## src/verilog/sd_wr_macros.svh

```systemverilog
/*
 * Fixed constants of the SD block writer: block size, preamble and response
 * timing, and the default SD clock divider. Include wherever one is needed.
 */
`ifndef SD_WR_MACROS_SVH
`define SD_WR_MACROS_SVH

// payload bytes in one data block
`define SD_WR_BLOCK_BYTES 512

// SD clock periods of DAT all high before the start bit
`define SD_WR_PRE_CYCLES 2

// SD clock periods to wait for the CRC status token start bit
`define SD_WR_RESP_TIMEOUT 64

// system clocks per SD clock half period, so sdclk = clk / (2 * this)
`define SD_WR_CLK_HALF 2

`endif

```

## src/verilog/sd_wr_pkg.sv

```systemverilog
/*
 * Shared types of the SD block writer. Modules import it inside their
 * bodies and use scoped names in port lists.
 */
package sd_wr_pkg;

    typedef logic [3:0]  sd_dat_t;     // DAT[3:0] lanes
    typedef logic [7:0]  wr_byte_t;    // one payload byte
    typedef logic [8:0]  byte_ptr_t;   // payload byte index, 0..511
    typedef logic [12:0] bit_cnt_t;    // timer count, 4096 data cycles plus margin
    typedef logic [15:0] crc16_t;      // per-lane CRC16
    typedef logic [2:0]  crc_token_t;  // status bits of the card's CRC token

    // block write sequence, one DAT frame then the card's answer
    typedef enum logic [3:0] {
        WR_IDLE,       // waiting for start_i
        WR_PRE,        // DAT high, clock running
        WR_START,      // start bit
        WR_DATA,       // 512 payload bytes
        WR_CRC,        // 16 crc bits per lane
        WR_END,        // end bit
        WR_WAIT_RESP,  // lines released, wait for token start bit
        WR_RESP,       // three token bits and the token end bit
        WR_BUSY,       // card holds DAT0 low while programming
        WR_DONE        // report and stop the clock
    } wr_state_e;

endpackage

```

## src/verilog/sd_timer_if.sv

```systemverilog
/*
 * Link between the block-write FSM and the SD clock timer. The FSM runs
 * the clock and loads segment lengths; the timer returns tick and zero.
 */
`timescale 1ns/1ps

interface sd_timer_if;
    import sd_wr_pkg::*;

    logic     run;       // sd clock enabled while high
    logic     tick;      // one clk pulse, on the clk that sdclk falls
    logic     load;      // load the down-counter, wins over decrement
    bit_cnt_t load_val;  // remaining ticks of the segment minus one
    logic     zero;      // down-counter at zero

    modport fsm_mp (
        output run,
        output load,
        output load_val,
        input  tick,
        input  zero
    );

    modport timer_mp (
        input  run,
        input  load,
        input  load_val,
        output tick,
        output zero
    );

endinterface

```

## src/verilog/sd_wr_timer.sv

```systemverilog
/*
 * SD clock generator for the writer. Divides clk into sdclk_o while run is
 * high, strobes tick at each sdclk fall and keeps the segment down-counter.
 */
`timescale 1ns/1ps
`include "sd_wr_macros.svh"

module sd_wr_timer #(
    parameter int CLK_HALF = `SD_WR_CLK_HALF  // clk cycles per sdclk half period, 1 or more
) (
    input  logic         clk,
    input  logic         rst_n,
    sd_timer_if.timer_mp tmr,
    output logic         sdclk_o
);
    import sd_wr_pkg::*;

    localparam int DIV_W = (CLK_HALF > 1) ? $clog2(CLK_HALF) : 1;

    logic [DIV_W-1:0] div_q;     // clk count within the half period
    logic             half_end;  // last clk of a half period
    bit_cnt_t         cnt_q;     // segment / timeout down-counter

    assign half_end = (div_q == DIV_W'(CLK_HALF - 1));

    // fires on the clk edge that takes sdclk low
    assign tmr.tick = tmr.run & half_end & sdclk_o;
    assign tmr.zero = (cnt_q == '0);

    always_ff @(posedge clk or negedge rst_n) begin
        if (!rst_n) begin
            div_q   <= '0;
            sdclk_o <= 1'b0;
        end else if (!tmr.run) begin
            div_q   <= '0;     // parked low, first half period is low
            sdclk_o <= 1'b0;
        end else if (half_end) begin
            div_q   <= '0;
            sdclk_o <= ~sdclk_o;
        end else begin
            div_q   <= div_q + 1'b1;
        end
    end

    // load wins, otherwise count ticks down and hold at zero
    always_ff @(posedge clk or negedge rst_n) begin
        if (!rst_n) begin
            cnt_q <= '0;
        end else if (tmr.load) begin
            cnt_q <= tmr.load_val;
        end else if (tmr.tick && !tmr.zero) begin
            cnt_q <= cnt_q - 1'b1;
        end
    end

endmodule

```

## src/verilog/sd_crc16_lanes.sv

```systemverilog
/*
 * Four CRC16 (CCITT, x^16+x^12+x^5+1) generators, one per DAT lane.
 * Cleared before the data, updated per data bit, then shifted out MSB first.
 */
`timescale 1ns/1ps

module sd_crc16_lanes (
    input  logic              clk,
    input  logic              rst_n,
    input  logic              clr_i,        // zero all lanes
    input  logic              upd_i,        // fold lane_bits_i in
    input  logic              shift_i,      // move the next crc bit to the MSB
    input  sd_wr_pkg::sd_dat_t lane_bits_i,
    output sd_wr_pkg::sd_dat_t crc_bits_o    // current MSB of each lane
);
    import sd_wr_pkg::*;

    localparam crc16_t CRC_POLY = 16'h1021;

    crc16_t crc_q [4];

    // one serial step, bit in at the top
    function automatic crc16_t crc16_step(input crc16_t crc, input logic din);
        logic fb;
        fb = crc[15] ^ din;
        return {crc[14:0], 1'b0} ^ (fb ? CRC_POLY : 16'h0000);
    endfunction

    for (genvar ln = 0; ln < 4; ln++) begin : g_lane
        always_ff @(posedge clk or negedge rst_n) begin
            if (!rst_n) begin
                crc_q[ln] <= '0;
            end else if (clr_i) begin
                crc_q[ln] <= '0;
            end else if (upd_i) begin
                crc_q[ln] <= crc16_step(crc_q[ln], lane_bits_i[ln]);
            end else if (shift_i) begin
                crc_q[ln] <= {crc_q[ln][14:0], 1'b0};  // zero fill, all 16 go out
            end
        end

        assign crc_bits_o[ln] = crc_q[ln][15];
    end

endmodule

```

## src/verilog/sd_dat_serializer.sv

```systemverilog
/*
 * DAT line driver of the writer. Fetches payload bytes, emits them as bits
 * (1-bit bus) or nibbles (4-bit bus), steers the CRC block and registers
 * the start, data, CRC and end values onto DAT at each SD clock fall.
 */
`timescale 1ns/1ps
`include "sd_wr_macros.svh"

module sd_dat_serializer (
    input  logic                 clk,
    input  logic                 rst_n,
    input  logic                 tick_i,       // sdclk falling edge strobe
    input  logic                 seg_start_i,  // fsm in start bit
    input  logic                 seg_data_i,   // fsm in payload
    input  logic                 seg_crc_i,    // fsm in crc
    input  logic                 drive_i,      // host owns the DAT lines
    input  logic                 mode4_i,      // 4-bit bus
    input  sd_wr_pkg::wr_byte_t  byte_i,
    input  sd_wr_pkg::sd_dat_t   crc_bits_i,
    output sd_wr_pkg::byte_ptr_t byte_ptr_o,
    output sd_wr_pkg::sd_dat_t   sd_dat_o,
    output logic                 sd_dat_oe_o,
    output logic                 crc_clr_o,
    output logic                 crc_upd_o,
    output logic                 crc_shift_o,
    output sd_wr_pkg::sd_dat_t   lane_bits_o
);
    import sd_wr_pkg::*;

    localparam byte_ptr_t LAST_BYTE = byte_ptr_t'(`SD_WR_BLOCK_BYTES - 1);

    wr_byte_t cur_byte_q;   // byte being shifted out
    logic [2:0] bit_pos_q;  // msb of the next bit or nibble, 7 down
    logic     fetch_q;      // pointer moved last tick, take byte_i now
    logic     end_of_byte;  // this tick sends the last bit or nibble
    logic     byte_done;
    sd_dat_t  data_bits;    // payload value for this tick
    sd_dat_t  crc_val;      // crc value for this tick

    assign end_of_byte = mode4_i ? (bit_pos_q == 3'd3) : (bit_pos_q == 3'd0);
    assign byte_done   = tick_i & seg_data_i & end_of_byte;

    // bit_pos is 7 or 3 in 4-bit mode, picking the high or low nibble
    assign data_bits = mode4_i ? (bit_pos_q[2] ? cur_byte_q[7:4] : cur_byte_q[3:0])
                               : {3'b111, cur_byte_q[bit_pos_q]};
    assign crc_val   = mode4_i ? crc_bits_i : {3'b111, crc_bits_i[0]};

    assign lane_bits_o = data_bits;           // crc sees exactly what goes on DAT
    assign crc_clr_o   = tick_i & seg_start_i;
    assign crc_upd_o   = tick_i & seg_data_i;
    assign crc_shift_o = tick_i & seg_crc_i;

    always_ff @(posedge clk or negedge rst_n) begin
        if (!rst_n) begin
            sd_dat_o    <= 4'hF;
            sd_dat_oe_o <= 1'b1;
        end else if (tick_i) begin
            sd_dat_oe_o <= drive_i;
            if (seg_start_i) begin
                sd_dat_o <= mode4_i ? 4'h0 : 4'hE;  // start bit, lane 0 only in 1-bit mode
            end else if (seg_data_i) begin
                sd_dat_o <= data_bits;
            end else if (seg_crc_i) begin
                sd_dat_o <= crc_val;
            end else begin
                sd_dat_o <= 4'hF;  // preamble, end bit and idle
            end
        end
    end

    always_ff @(posedge clk or negedge rst_n) begin
        if (!rst_n) begin
            byte_ptr_o <= '0;
            bit_pos_q  <= 3'd7;
            fetch_q    <= 1'b0;
        end else begin
            fetch_q <= tick_i & (seg_start_i | (seg_data_i & end_of_byte));
            if (tick_i && seg_start_i) begin
                byte_ptr_o <= '0;    // first byte is fetched during the start bit
                bit_pos_q  <= 3'd7;
            end else if (tick_i && seg_data_i) begin
                bit_pos_q <= bit_pos_q - (mode4_i ? 3'd4 : 3'd1);  // wraps back to 7
                if (byte_done) begin
                    byte_ptr_o <= (byte_ptr_o == LAST_BYTE) ? '0 : byte_ptr_o + 1'b1;
                end
            end
        end
    end

    // source has had one clk since the pointer moved
    always_ff @(posedge clk) begin
        if (fetch_q) begin
            cur_byte_q <= byte_i;
        end
    end

endmodule

```

## src/verilog/sd_wr_fsm.sv

```systemverilog
/*
 * Block-write sequencer. Walks preamble, start, data, CRC and end bit,
 * then listens on DAT0 for the CRC status token and the busy phase.
 * Every step except the start request happens on the SD clock tick.
 */
`timescale 1ns/1ps
`include "sd_wr_macros.svh"

module sd_wr_fsm (
    input  logic       clk,
    input  logic       rst_n,
    input  logic       start_i,     // one clk pulse, ignored while busy
    input  logic       bus_4bit_i,
    input  logic       dat0_i,      // card's DAT0 as seen by the host
    sd_timer_if.fsm_mp tmr,
    output logic       seg_start_o,
    output logic       seg_data_o,
    output logic       seg_crc_o,
    output logic       drive_o,
    output logic       mode4_o,     // bus mode held for the whole block
    output logic       busy_o,
    output logic       done_o,
    output logic       crc_ok_o,
    output logic       timeout_o
);
    import sd_wr_pkg::*;

    // segment lengths minus one, the counter leaves on its zero tick
    localparam bit_cnt_t PRE_LEN   = bit_cnt_t'(`SD_WR_PRE_CYCLES - 1);
    localparam bit_cnt_t DATA4_LEN = bit_cnt_t'(`SD_WR_BLOCK_BYTES * 2 - 1);
    localparam bit_cnt_t DATA1_LEN = bit_cnt_t'(`SD_WR_BLOCK_BYTES * 8 - 1);
    localparam bit_cnt_t CRC_LEN   = bit_cnt_t'(15);
    localparam bit_cnt_t RESP_LEN  = bit_cnt_t'(3);   // three status bits plus end bit
    localparam bit_cnt_t WAIT_LEN  = bit_cnt_t'(`SD_WR_RESP_TIMEOUT - 1);
    localparam crc_token_t TOKEN_OK = 3'b010;

    wr_state_e  state_q;
    wr_state_e  state_d;
    logic       load_d;
    bit_cnt_t   load_val_d;
    crc_token_t token_q;    // status bits, first bit ends up at the top
    logic       seg_end;    // last tick of the current timed segment

    assign seg_end = tmr.tick & tmr.zero;

    always_comb begin
        state_d    = state_q;
        load_d     = 1'b0;
        load_val_d = '0;
        case (state_q)
            WR_IDLE: if (start_i) begin
                state_d    = WR_PRE;
                load_d     = 1'b1;
                load_val_d = PRE_LEN;
            end
            WR_PRE: if (seg_end) begin
                state_d = WR_START;
                load_d  = 1'b1;      // one period, count 0
            end
            WR_START: if (seg_end) begin
                state_d    = WR_DATA;
                load_d     = 1'b1;
                load_val_d = mode4_o ? DATA4_LEN : DATA1_LEN;
            end
            WR_DATA: if (seg_end) begin
                state_d    = WR_CRC;
                load_d     = 1'b1;
                load_val_d = CRC_LEN;
            end
            WR_CRC: if (seg_end) begin
                state_d = WR_END;
                load_d  = 1'b1;
            end
            WR_END: if (seg_end) begin
                state_d    = WR_WAIT_RESP;
                load_d     = 1'b1;
                load_val_d = WAIT_LEN;
            end
            WR_WAIT_RESP: if (tmr.tick) begin
                if (!dat0_i) begin   // token start bit
                    state_d    = WR_RESP;
                    load_d     = 1'b1;
                    load_val_d = RESP_LEN;
                end else if (tmr.zero) begin
                    state_d = WR_DONE;  // silent card
                end
            end
            WR_RESP:  if (seg_end) state_d = WR_BUSY;
            WR_BUSY:  if (tmr.tick && dat0_i) state_d = WR_DONE;  // busy released
            WR_DONE:  if (tmr.tick) state_d = WR_IDLE;
            default:  state_d = WR_IDLE;
        endcase
    end

    assign tmr.load     = load_d;
    assign tmr.load_val = load_val_d;
    assign tmr.run      = busy_o;

    assign busy_o      = (state_q != WR_IDLE);
    assign seg_start_o = (state_q == WR_START);
    assign seg_data_o  = (state_q == WR_DATA);
    assign seg_crc_o   = (state_q == WR_CRC);
    assign drive_o     = !(state_q inside {WR_WAIT_RESP, WR_RESP, WR_BUSY});

    always_ff @(posedge clk or negedge rst_n) begin
        if (!rst_n) begin
            state_q   <= WR_IDLE;
            mode4_o   <= 1'b0;
            token_q   <= '0;
            done_o    <= 1'b0;
            crc_ok_o  <= 1'b0;
            timeout_o <= 1'b0;
        end else begin
            state_q <= state_d;
            done_o  <= (state_q == WR_DONE) & tmr.tick;  // lands with busy_o low
            if (state_q == WR_IDLE && start_i) begin
                mode4_o   <= bus_4bit_i;
                token_q   <= '0;
                crc_ok_o  <= 1'b0;
                timeout_o <= 1'b0;
            end
            if (state_q == WR_WAIT_RESP && tmr.tick && dat0_i && tmr.zero) begin
                timeout_o <= 1'b1;
            end
            if (state_q == WR_RESP && tmr.tick) begin
                if (!tmr.zero) begin
                    token_q <= {token_q[1:0], dat0_i};
                end else begin
                    crc_ok_o <= (token_q == TOKEN_OK);  // dat0 here is the token end bit
                end
            end
        end
    end

endmodule

```

## src/verilog/sd_block_writer.sv

```systemverilog
/*
 * SD card data-block writer, DAT side only. Pulse start_i to send one
 * 512-byte block from the byte source; done_o reports the card's verdict.
 */
`timescale 1ns/1ps
`include "sd_wr_macros.svh"

module sd_block_writer #(
    parameter int CLK_HALF = `SD_WR_CLK_HALF  // sdclk = clk / (2 * CLK_HALF)
) (
    input  logic                 clk,
    input  logic                 rst_n,
    input  logic                 start_i,
    input  logic                 bus_4bit_i,  // sampled when the block starts
    input  sd_wr_pkg::wr_byte_t  byte_i,      // byte at byte_ptr_o, one clk after it moves
    input  sd_wr_pkg::sd_dat_t   sd_dat_i,
    output logic                 sdclk_o,
    output sd_wr_pkg::sd_dat_t   sd_dat_o,
    output logic                 sd_dat_oe_o,
    output sd_wr_pkg::byte_ptr_t byte_ptr_o,
    output logic                 busy_o,
    output logic                 done_o,
    output logic                 crc_ok_o,
    output logic                 timeout_o
);
    import sd_wr_pkg::*;

    sd_timer_if tmr_if ();

    logic    seg_start;
    logic    seg_data;
    logic    seg_crc;
    logic    drive;
    logic    mode4;
    logic    crc_clr;
    logic    crc_upd;
    logic    crc_shift;
    sd_dat_t lane_bits;
    sd_dat_t crc_bits;

    sd_wr_timer #(
        .CLK_HALF (CLK_HALF)
    ) timer_i (
        .clk     (clk),
        .rst_n   (rst_n),
        .tmr     (tmr_if.timer_mp),
        .sdclk_o (sdclk_o)
    );

    sd_wr_fsm fsm_i (
        .clk         (clk),
        .rst_n       (rst_n),
        .start_i     (start_i),
        .bus_4bit_i  (bus_4bit_i),
        .dat0_i      (sd_dat_i[0]),
        .tmr         (tmr_if.fsm_mp),
        .seg_start_o (seg_start),
        .seg_data_o  (seg_data),
        .seg_crc_o   (seg_crc),
        .drive_o     (drive),
        .mode4_o     (mode4),
        .busy_o      (busy_o),
        .done_o      (done_o),
        .crc_ok_o    (crc_ok_o),
        .timeout_o   (timeout_o)
    );

    sd_dat_serializer ser_i (
        .clk         (clk),
        .rst_n       (rst_n),
        .tick_i      (tmr_if.tick),
        .seg_start_i (seg_start),
        .seg_data_i  (seg_data),
        .seg_crc_i   (seg_crc),
        .drive_i     (drive),
        .mode4_i     (mode4),
        .byte_i      (byte_i),
        .crc_bits_i  (crc_bits),
        .byte_ptr_o  (byte_ptr_o),
        .sd_dat_o    (sd_dat_o),
        .sd_dat_oe_o (sd_dat_oe_o),
        .crc_clr_o   (crc_clr),
        .crc_upd_o   (crc_upd),
        .crc_shift_o (crc_shift),
        .lane_bits_o (lane_bits)
    );

    sd_crc16_lanes crc_i (
        .clk         (clk),
        .rst_n       (rst_n),
        .clr_i       (crc_clr),
        .upd_i       (crc_upd),
        .shift_i     (crc_shift),
        .lane_bits_i (lane_bits),
        .crc_bits_o  (crc_bits)
    );

endmodule

```

## config.mk

```make
export PLATFORM = sky130hd
export DESIGN_NAME = sd_block_writer
export DESIGN_NICKNAME = d
export VERILOG_FILES = /design/src/verilog/sd_wr_pkg.sv /design/src/verilog/sd_timer_if.sv /design/src/verilog/sd_wr_timer.sv /design/src/verilog/sd_crc16_lanes.sv /design/src/verilog/sd_dat_serializer.sv /design/src/verilog/sd_wr_fsm.sv /design/src/verilog/sd_block_writer.sv
export VERILOG_INCLUDE_DIRS = /design/src /design/src/verilog
export SDC_FILE = /design/constraint.sdc
export NUM_CORES = 1
export LEC_CHECK = 0
export ABC_AREA = 1
export ABC_CLOCK_PERIOD_IN_PS = 3300
export BUFFER_PORTS_ARGS = -buffer_cell sky130_fd_sc_hd__buf_2
export CAP_MARGIN = 5
export CORE_MARGIN = 2
export CORE_UTILIZATION = 34
export DETAILED_ROUTE_END_ITERATION = 12
export GPL_ROUTABILITY_DRIVEN = 0
export GPL_TIMING_DRIVEN = 0
export HOLD_SLACK_MARGIN = 0.08
export PLACE_DENSITY = 0.58
export SLEW_MARGIN = 20
export SYNTH_ARGS = -nofsm -noshare
export SYNTH_HDL_FRONTEND = slang
export SYNTH_HIERARCHICAL = 1
export SYNTH_SLANG_ARGS = --single-unit
```

## constraint.sdc

```tcl
create_clock -name clk -period 3.3 [get_ports clk]
set_input_delay 0.165 -clock clk [delete_from_list [all_inputs] [get_ports clk]]
set_output_delay 0.165 -clock clk [all_outputs]
set_load 0.1 [all_outputs]
```

# ---- Word-level counts from Yosys, hierarchy flattened
# Cells that the tools add are included.
# Widths: inputs -> output; s select.
dict set report word_totals {
  register_bits 116
  input_bits 16
  out_inout_bits 19
}
dict set report op_classes {
  addsub 4
  n_lt_le_gt_ge 1
  n_eq_ne 24
  muxes 73
  bitwise 20
  reduce_logical 24
}
# cell count
set op_table {}
lappend op_table {{$mux 16} 12}
lappend op_table {{$mux 13} 8}
lappend op_table {{$mux 4} 20}
lappend op_table {{$pmux 13 s5} 1}
lappend op_table {{$xor 16x16->16} 4}
lappend op_table {{$pmux 4 s10} 1}
lappend op_table {{$mux 9} 4}
lappend op_table {{$mux 3} 6}
lappend op_table {{$eq 4x3->1 const B} 4}
lappend op_table {{$mux 1} 16}
lappend op_table {{$logic_not 13->1} 1}
lappend op_table {{$sub 13x1->13 const B} 1}
lappend op_table {{$mux 12} 1}
lappend op_table {{$ne 2x1->1 const B} 6}
lappend op_table {{$reduce_and 11->1} 1}
lappend op_table {{$and 1x1->1} 10}
lappend op_table {{$ne 2x2->1 const B} 5}
lappend op_table {{$add 9x1->9 const B} 1}
lappend op_table {{$eq 9x9->1 const B} 1}
lappend op_table {{$logic_and 1x1->1} 9}
lappend op_table {{$eq 4x2->1 const B} 2}
lappend op_table {{$eq 4x4->1 const B} 2}
lappend op_table {{$reduce_bool 2->1} 4}
lappend op_table {{$eq 3x2->1 const B} 2}
lappend op_table {{19 further kinds} 24}

# ---- Longest topological paths before layout
dict set report logic_depth {
  ltp_word 8
  mapped_depth 18
}

# ---- Modules after synthesis
# The synthesis kept the hierarchy.
# mod n_inst cells_each area_per_inst_um2 seq_area_each_um2
set modules_own_cells {}
lappend modules_own_cells {sd_crc16_lanes 1 263 2861.5 1601.5}
lappend modules_own_cells {sd_dat_serializer 1 183 1502.7 700.7}
lappend modules_own_cells {sd_wr_timer 1 160 1099.8 375.4}
lappend modules_own_cells {sd_wr_fsm 1 118 859.6 275.3}

# ---- Worst setup path before layout
# OpenSTA, ideal clock, no wires.
dict set report synth_path {
  path_kind {reg2reg}
  start {reg fsm_i.state_q[1]}
  end {reg timer_i.cnt_q[8]}
  t_arrival_ns 3.047
  path_slack_ns 0.132
  stages_incl_launch_ff 18
  n_path_buf 3
  cell_sequence {dfrtp_1 > buf_4 > inv_2 > nand2_1 > nor2_4 > inv_1 > buf_4 > nand3_1 > inv_1 > nand2_1 > inv_1 > nand2_1 > nand3_1 > inv_1 > clkbuf_1 > or2_2 > nand3_2 > nand2_1}
}
dict set report synth_between {
  elab_chain_cells 7
  word_cells_on_any_way 20
}
# item line_no
set synth_rtl {}
lappend synth_rtl {{from (decl)} sd_wr_fsm.sv:37} ;# wr_state_e state_q;
lappend synth_rtl {{from (signal assigned)} sd_wr_fsm.sv:114} ;# state_q <= state_d;
lappend synth_rtl {{$reduce_bool 4->1 (*)} sd_wr_fsm.sv:99} ;# assign busy_o = (state_q != WR_IDLE);
lappend synth_rtl {{via busy_o} sd_block_writer.sv:21} ;# output logic busy_o,
lappend synth_rtl {{$and 1x1->1 (*) (2 in series)} sd_wr_timer.sv:27} ;# assign tmr.tick = tmr.run & half_end & sdclk_o;
lappend synth_rtl {{via tmr_if.tick} sd_timer_if.sv:11} ;# logic tick;
lappend synth_rtl {{$and 1x1->1} sd_wr_fsm.sv:44} ;# assign seg_end = tmr.tick & tmr.zero;
lappend synth_rtl {{$mux 1} --}
lappend synth_rtl {{$pmux 1 s3 (*)} sd_wr_fsm.sv:50} ;# case (state_q)
lappend synth_rtl {{via tmr_if.load} sd_timer_if.sv:12} ;# logic load;
lappend synth_rtl {{$mux 13 or $reduce_bool 2->1 (tied branches)} --}
lappend synth_rtl {{to (signal assigned)} sd_wr_timer.sv:50} ;# cnt_q <= tmr.load_val;
lappend synth_rtl {{to (signal assigned)} sd_wr_timer.sv:52} ;# cnt_q <= cnt_q - 1'b1;
lappend synth_rtl {{to (decl)} sd_wr_timer.sv:22} ;# bit_cnt_t cnt_q;
# The timed path passes the listed nets; every way through them passes the cells marked *.
# A chain may end at the register's enable or synchronous reset.

# ---- Worst setup path in the final report
dict set report layout_path {
  start {reg fsm_i.state_q[1]}
  end {reg timer_i.cnt_q[4]}
}
dict set report layout_between {
  elab_chain_cells 7
  word_cells_on_any_way 21
}
# item line_no
set layout_rtl {}
lappend layout_rtl {{$reduce_bool 4->1 (*)} sd_wr_fsm.sv:99}
lappend layout_rtl {{via tmr_if.run} sd_timer_if.sv:10} ;# logic run;
lappend layout_rtl {{$and 1x1->1 (*) (2 in series)} sd_wr_timer.sv:27}
lappend layout_rtl {{via tmr_if.tick} sd_timer_if.sv:11}
lappend layout_rtl {{$and 1x1->1} sd_wr_fsm.sv:44}
lappend layout_rtl {{$mux 1} --}
lappend layout_rtl {{$pmux 1 s3 (*)} sd_wr_fsm.sv:50}
lappend layout_rtl {{via tmr_if.load} sd_timer_if.sv:12}
lappend layout_rtl {{$mux 13 or $reduce_bool 2->1 (tied branches)} --}
# Marks and branches as above.

==> impl_metrics.py <==
metrics = {
    "detailed_routing": {
        "num_vias": 4722,
        "drtPass1Iterations": 4,
        "detail_route.wirelength_mm": 12.9,
        "viasPerCell": 4.60,
        "antenna_left": 0,
        "post_drt_wl_per_cell_um": 12.6,
        "drt_iter0_drc": 224,
        "post-route-drc-count": 0,
    },
    "floorplan": {
        "core_area_um2": 18100,
        "dieArea_um2": 19700,
        "chipHeight_um": 140,
        "start_util_pct": 35.0,
        "rows": 49,
        "dieWidth_um": 140,
        "ioPinCount": 35,
    },
    "timing": {
        "period_share_pct": 88.7,
        "skew_ns": 0.00840,
        "hold_slack_ns": 0.110,
        "tns_ns": 0,
        "slew_viol_final": 0,
        "rsz0062_at_grt": "false",
        "setup_ws_ns": 0.374,
        "hold_viol": 0,
        "fin_crit_ns": 2.93,
        "setup_viol": 0,
        "max_freq_ghz": 0.342,
    },
    "yosys": {
        "synthCells": 724,
        "synth-seq-cells": 116,
        "synth_nets": 746,
        "seq_area_frac_synth_pct": 46.7,
        "avgSynthCellArea_um2": 8.73,
        "synth_area_leader_cell": "dfrtp_1",
        "syn_area_um2": 6320,
        "ys_warn_count": 6,
        "synth_area_leaders": "dfrtp_1 40%, nand2_1 9.7%, o22ai_2 7.9%, inv_1 6.9%, nand3_1 4.0%",
        "synth.top_cell.area_share_pct": 39.6,
        "yosysUniqueCellTypes": 43,
    },
    "clock_tree": {
        "cts_max_level": 4,
        "numCtsBuffers": 17,
        "clockBufferDepth": 2,
        "root_buffer": "clkbuf_16",
        "path_clk_slew_ns": 0.05,
        "clk_latency_ns": 0.41,
        "cts.repair.resized": 0,
        "cts_tree": "yes",
        "postCtsSetupBuffers": 0,
        "clock_sinks": 116,
    },
    "critical_path": {
        "crit_required_ns": 3.60,
        "path_cells": "buf_4, inv_2, nand2_1, nor2_4, inv_1, buf_4, nand3_1, inv_1, nand2_1, inv_1, nand2_1, nand3_1, inv_1, nand2_4, buf_6, nand2_1, nand2_1",
        "slowest_stage": "inv_1",
        "path_common_cell": "nand2_1",
        "cp.arrival_ns": 3.22,
        "crit_path_start_kind": "flop",
        "crit_family": "buffers and inverters",
        "end_kind": "flop",
        "slowest_delay_ns": 0.41,
        "crit_fanout": 14,
        "cp.buffers_inverters": 8,
        "path_class": "flop to flop",
    },
    "outcome": {
        "outcome": "complete, no violations",
    },
    "placed_design": {
        "pre_cts_slack_ns": 0.291,
        "hpwl_mm": 8.98,
        "dp_cells": 985,
        "postPlaceCellArea_um2": 6800,
        "portBuffers": 31,
    },
    "power_and_ir_drop": {
        "peakVddDrop_mv": 0.404,
        "powerDensity_nw_per_um2": 826,
        "power_leakage_uw": 0.00357,
    },
    "job": {
        "drv_cap": 0,
    },
    "layout": {
        "final_cell_mix": "164 x nand2_1, 117 x inv_1, 100 x dfrtp_1, 50 x nand3_1, 43 x nor2_1",
        "nets": 806,
        "fin_area_um2": 7480,
        "area_growth_pct": 18.4,
        "multi_input_area_um2": 2620,
        "seqCellArea_um2": 2950,
        "fin_cells": 1026,
        "layout_commonest_cell": "nand2_1",
        "n_antenna_cell": 0,
        "drive_gt1_share_pct": 26.2,
        "nFillCells": 1772,
    },
    "min_path": {
        "hp-class": "input pin to flop",
    },
    "global_routing": {
        "grt_max_degree": 69,
        "grt_pass1_vias": 4665,
        "antenna_found_initial": 0,
        "grt_use_total_pct": 14.2,
        "grt_overflow_total": 0,
        "grt_pass1_wl_mm": 22.4,
    },
}
[power by group]
group / internal, uW / switching, uW
Sequential: 1700 / 210
Combinational: 736 / 1710
Clock: 1170 / 651
Total: 3610 / 2570
[through the flow]
| stage | total power (uW) | util, % |
|---|---|---|
| finish | 6180 | 41.4 |
| global route | 6630 | 41.4 |
| CTS | 6250 | 41.4 |
| detailed placement | 4380 | 37.6 |
| global placement | 4370 | 37.4 |
| floorplan | 3900 | - |
[what timing repair did]
action | 4_1_cts | 5_1_grt
hold endpoints to repair | 49 | 0
endpoints found under the setup margin | 0 | 2
hold buffers | 10 | 0
[synthesized netlist by cell type]
cell type,instances
nand2_1,164
o21bai_1,1
nor2_4,6
nor3_1,3
inv_2,14
buf_2,4
o31ai_1,2
nand3b_1,2
dfrtp_1,100
clkbuf_1,2
nor4_1,2
nor2_2,3
xor2_1,2
o22ai_2,40
a31oi_1,2
inv_1,117
nand2_2,14
nand2_4,5
nand3b_2,1
nand4_1,19
nand3_1,50
buf_12,1
o21ai_2,9
conb_1,1
a21oi_4,1
mux2_4,1
nand4_2,1
o22ai_1,8
edfxtp_1,8
ha_1,6
dfstp_2,8
xnor2_1,1
buf_6,8
nand3_4,1
a21oi_2,1
nand2_8,1
o21ai_0,24
o21ai_1,6
a21oi_1,12
nor2_1,43
or2_2,5
buf_4,16
nand3_2,9
[cells by family (layout without fill, tap and decap cells)]
family          count (synthesis)  after routing  synth area share (%)
xor+xnor                        3              3                 0.416
simple gates                  329            329                  25.3
compound gates                106            106                  14.2
other cells                     1              1                0.0593
flops                         116            116                  46.7
fa+ha+maj                       6              6                  1.19
mux                             1              1                 0.237
buf+inv                       162            235                  11.9
[worst register-to-register path: cells and delay by family (launching register included)]
family	cells	cell delay, ns
buffers and inverters	8	1.27
and+or+nand+nor	9	1.18
DFF	1	0.35
[layout make-up]
class	instances	share of cell area [%]
clock inverter	15	2.19
clock buffer	17	5.68
multi-input combinational	446	35.0
timing repair buffer	42	3.86
buffer	30	3.39
inverter	131	6.57
sequential	116	39.5
tap	229	3.83
[layer usage]
| layer | share of wire [%] | vias up | GRT usage [%] |
|---|---|---|---|
| met4 | 1.0 | 0 | 4.89 |
| met5 | 0 | - | 0 |
| met1 | 50 | 2212 | 18.5 |
| met2 | 47 | 40 | 22.6 |
| met3 | 2.9 | 10 | 3.97 |
| li1 | - | 2460 | - |
[final timing paths]
kind,slack (ns),endpoint,depth (start not counted),start
max,0.37,timer_i/cnt_q[4],17,fsm_i/state_q[1]
min reg2reg,0.46,timer_i/div_q,1,timer_i/div_q
min,0.11,fsm_i/token_q[0],3,sd_dat_i[0]
min in group asynchronous,0.24,timer_i/cnt_q[11],2,rst_n
max in group asynchronous,2.35,ser_i/bit_pos_q[0],3,rst_n
max reg2reg,0.37,timer_i/cnt_q[4],17,fsm_i/state_q[1]
[registers in the layout, indices dropped and copies added (netlist names), 3 cells and up]
name	cells
timer_i/cnt_q	13
ser_i/cur_byte_q	8
crc_i/crc_bits_o	4
fsm_i/state_q	4
ser_i/bit_pos_q	3
crc_i/crc_q	60
fsm_i/token_q	3
ser_i/sd_dat_o	4
ser_i/byte_ptr_o	9
No activity file was read; power rests on OpenSTA's default activity.
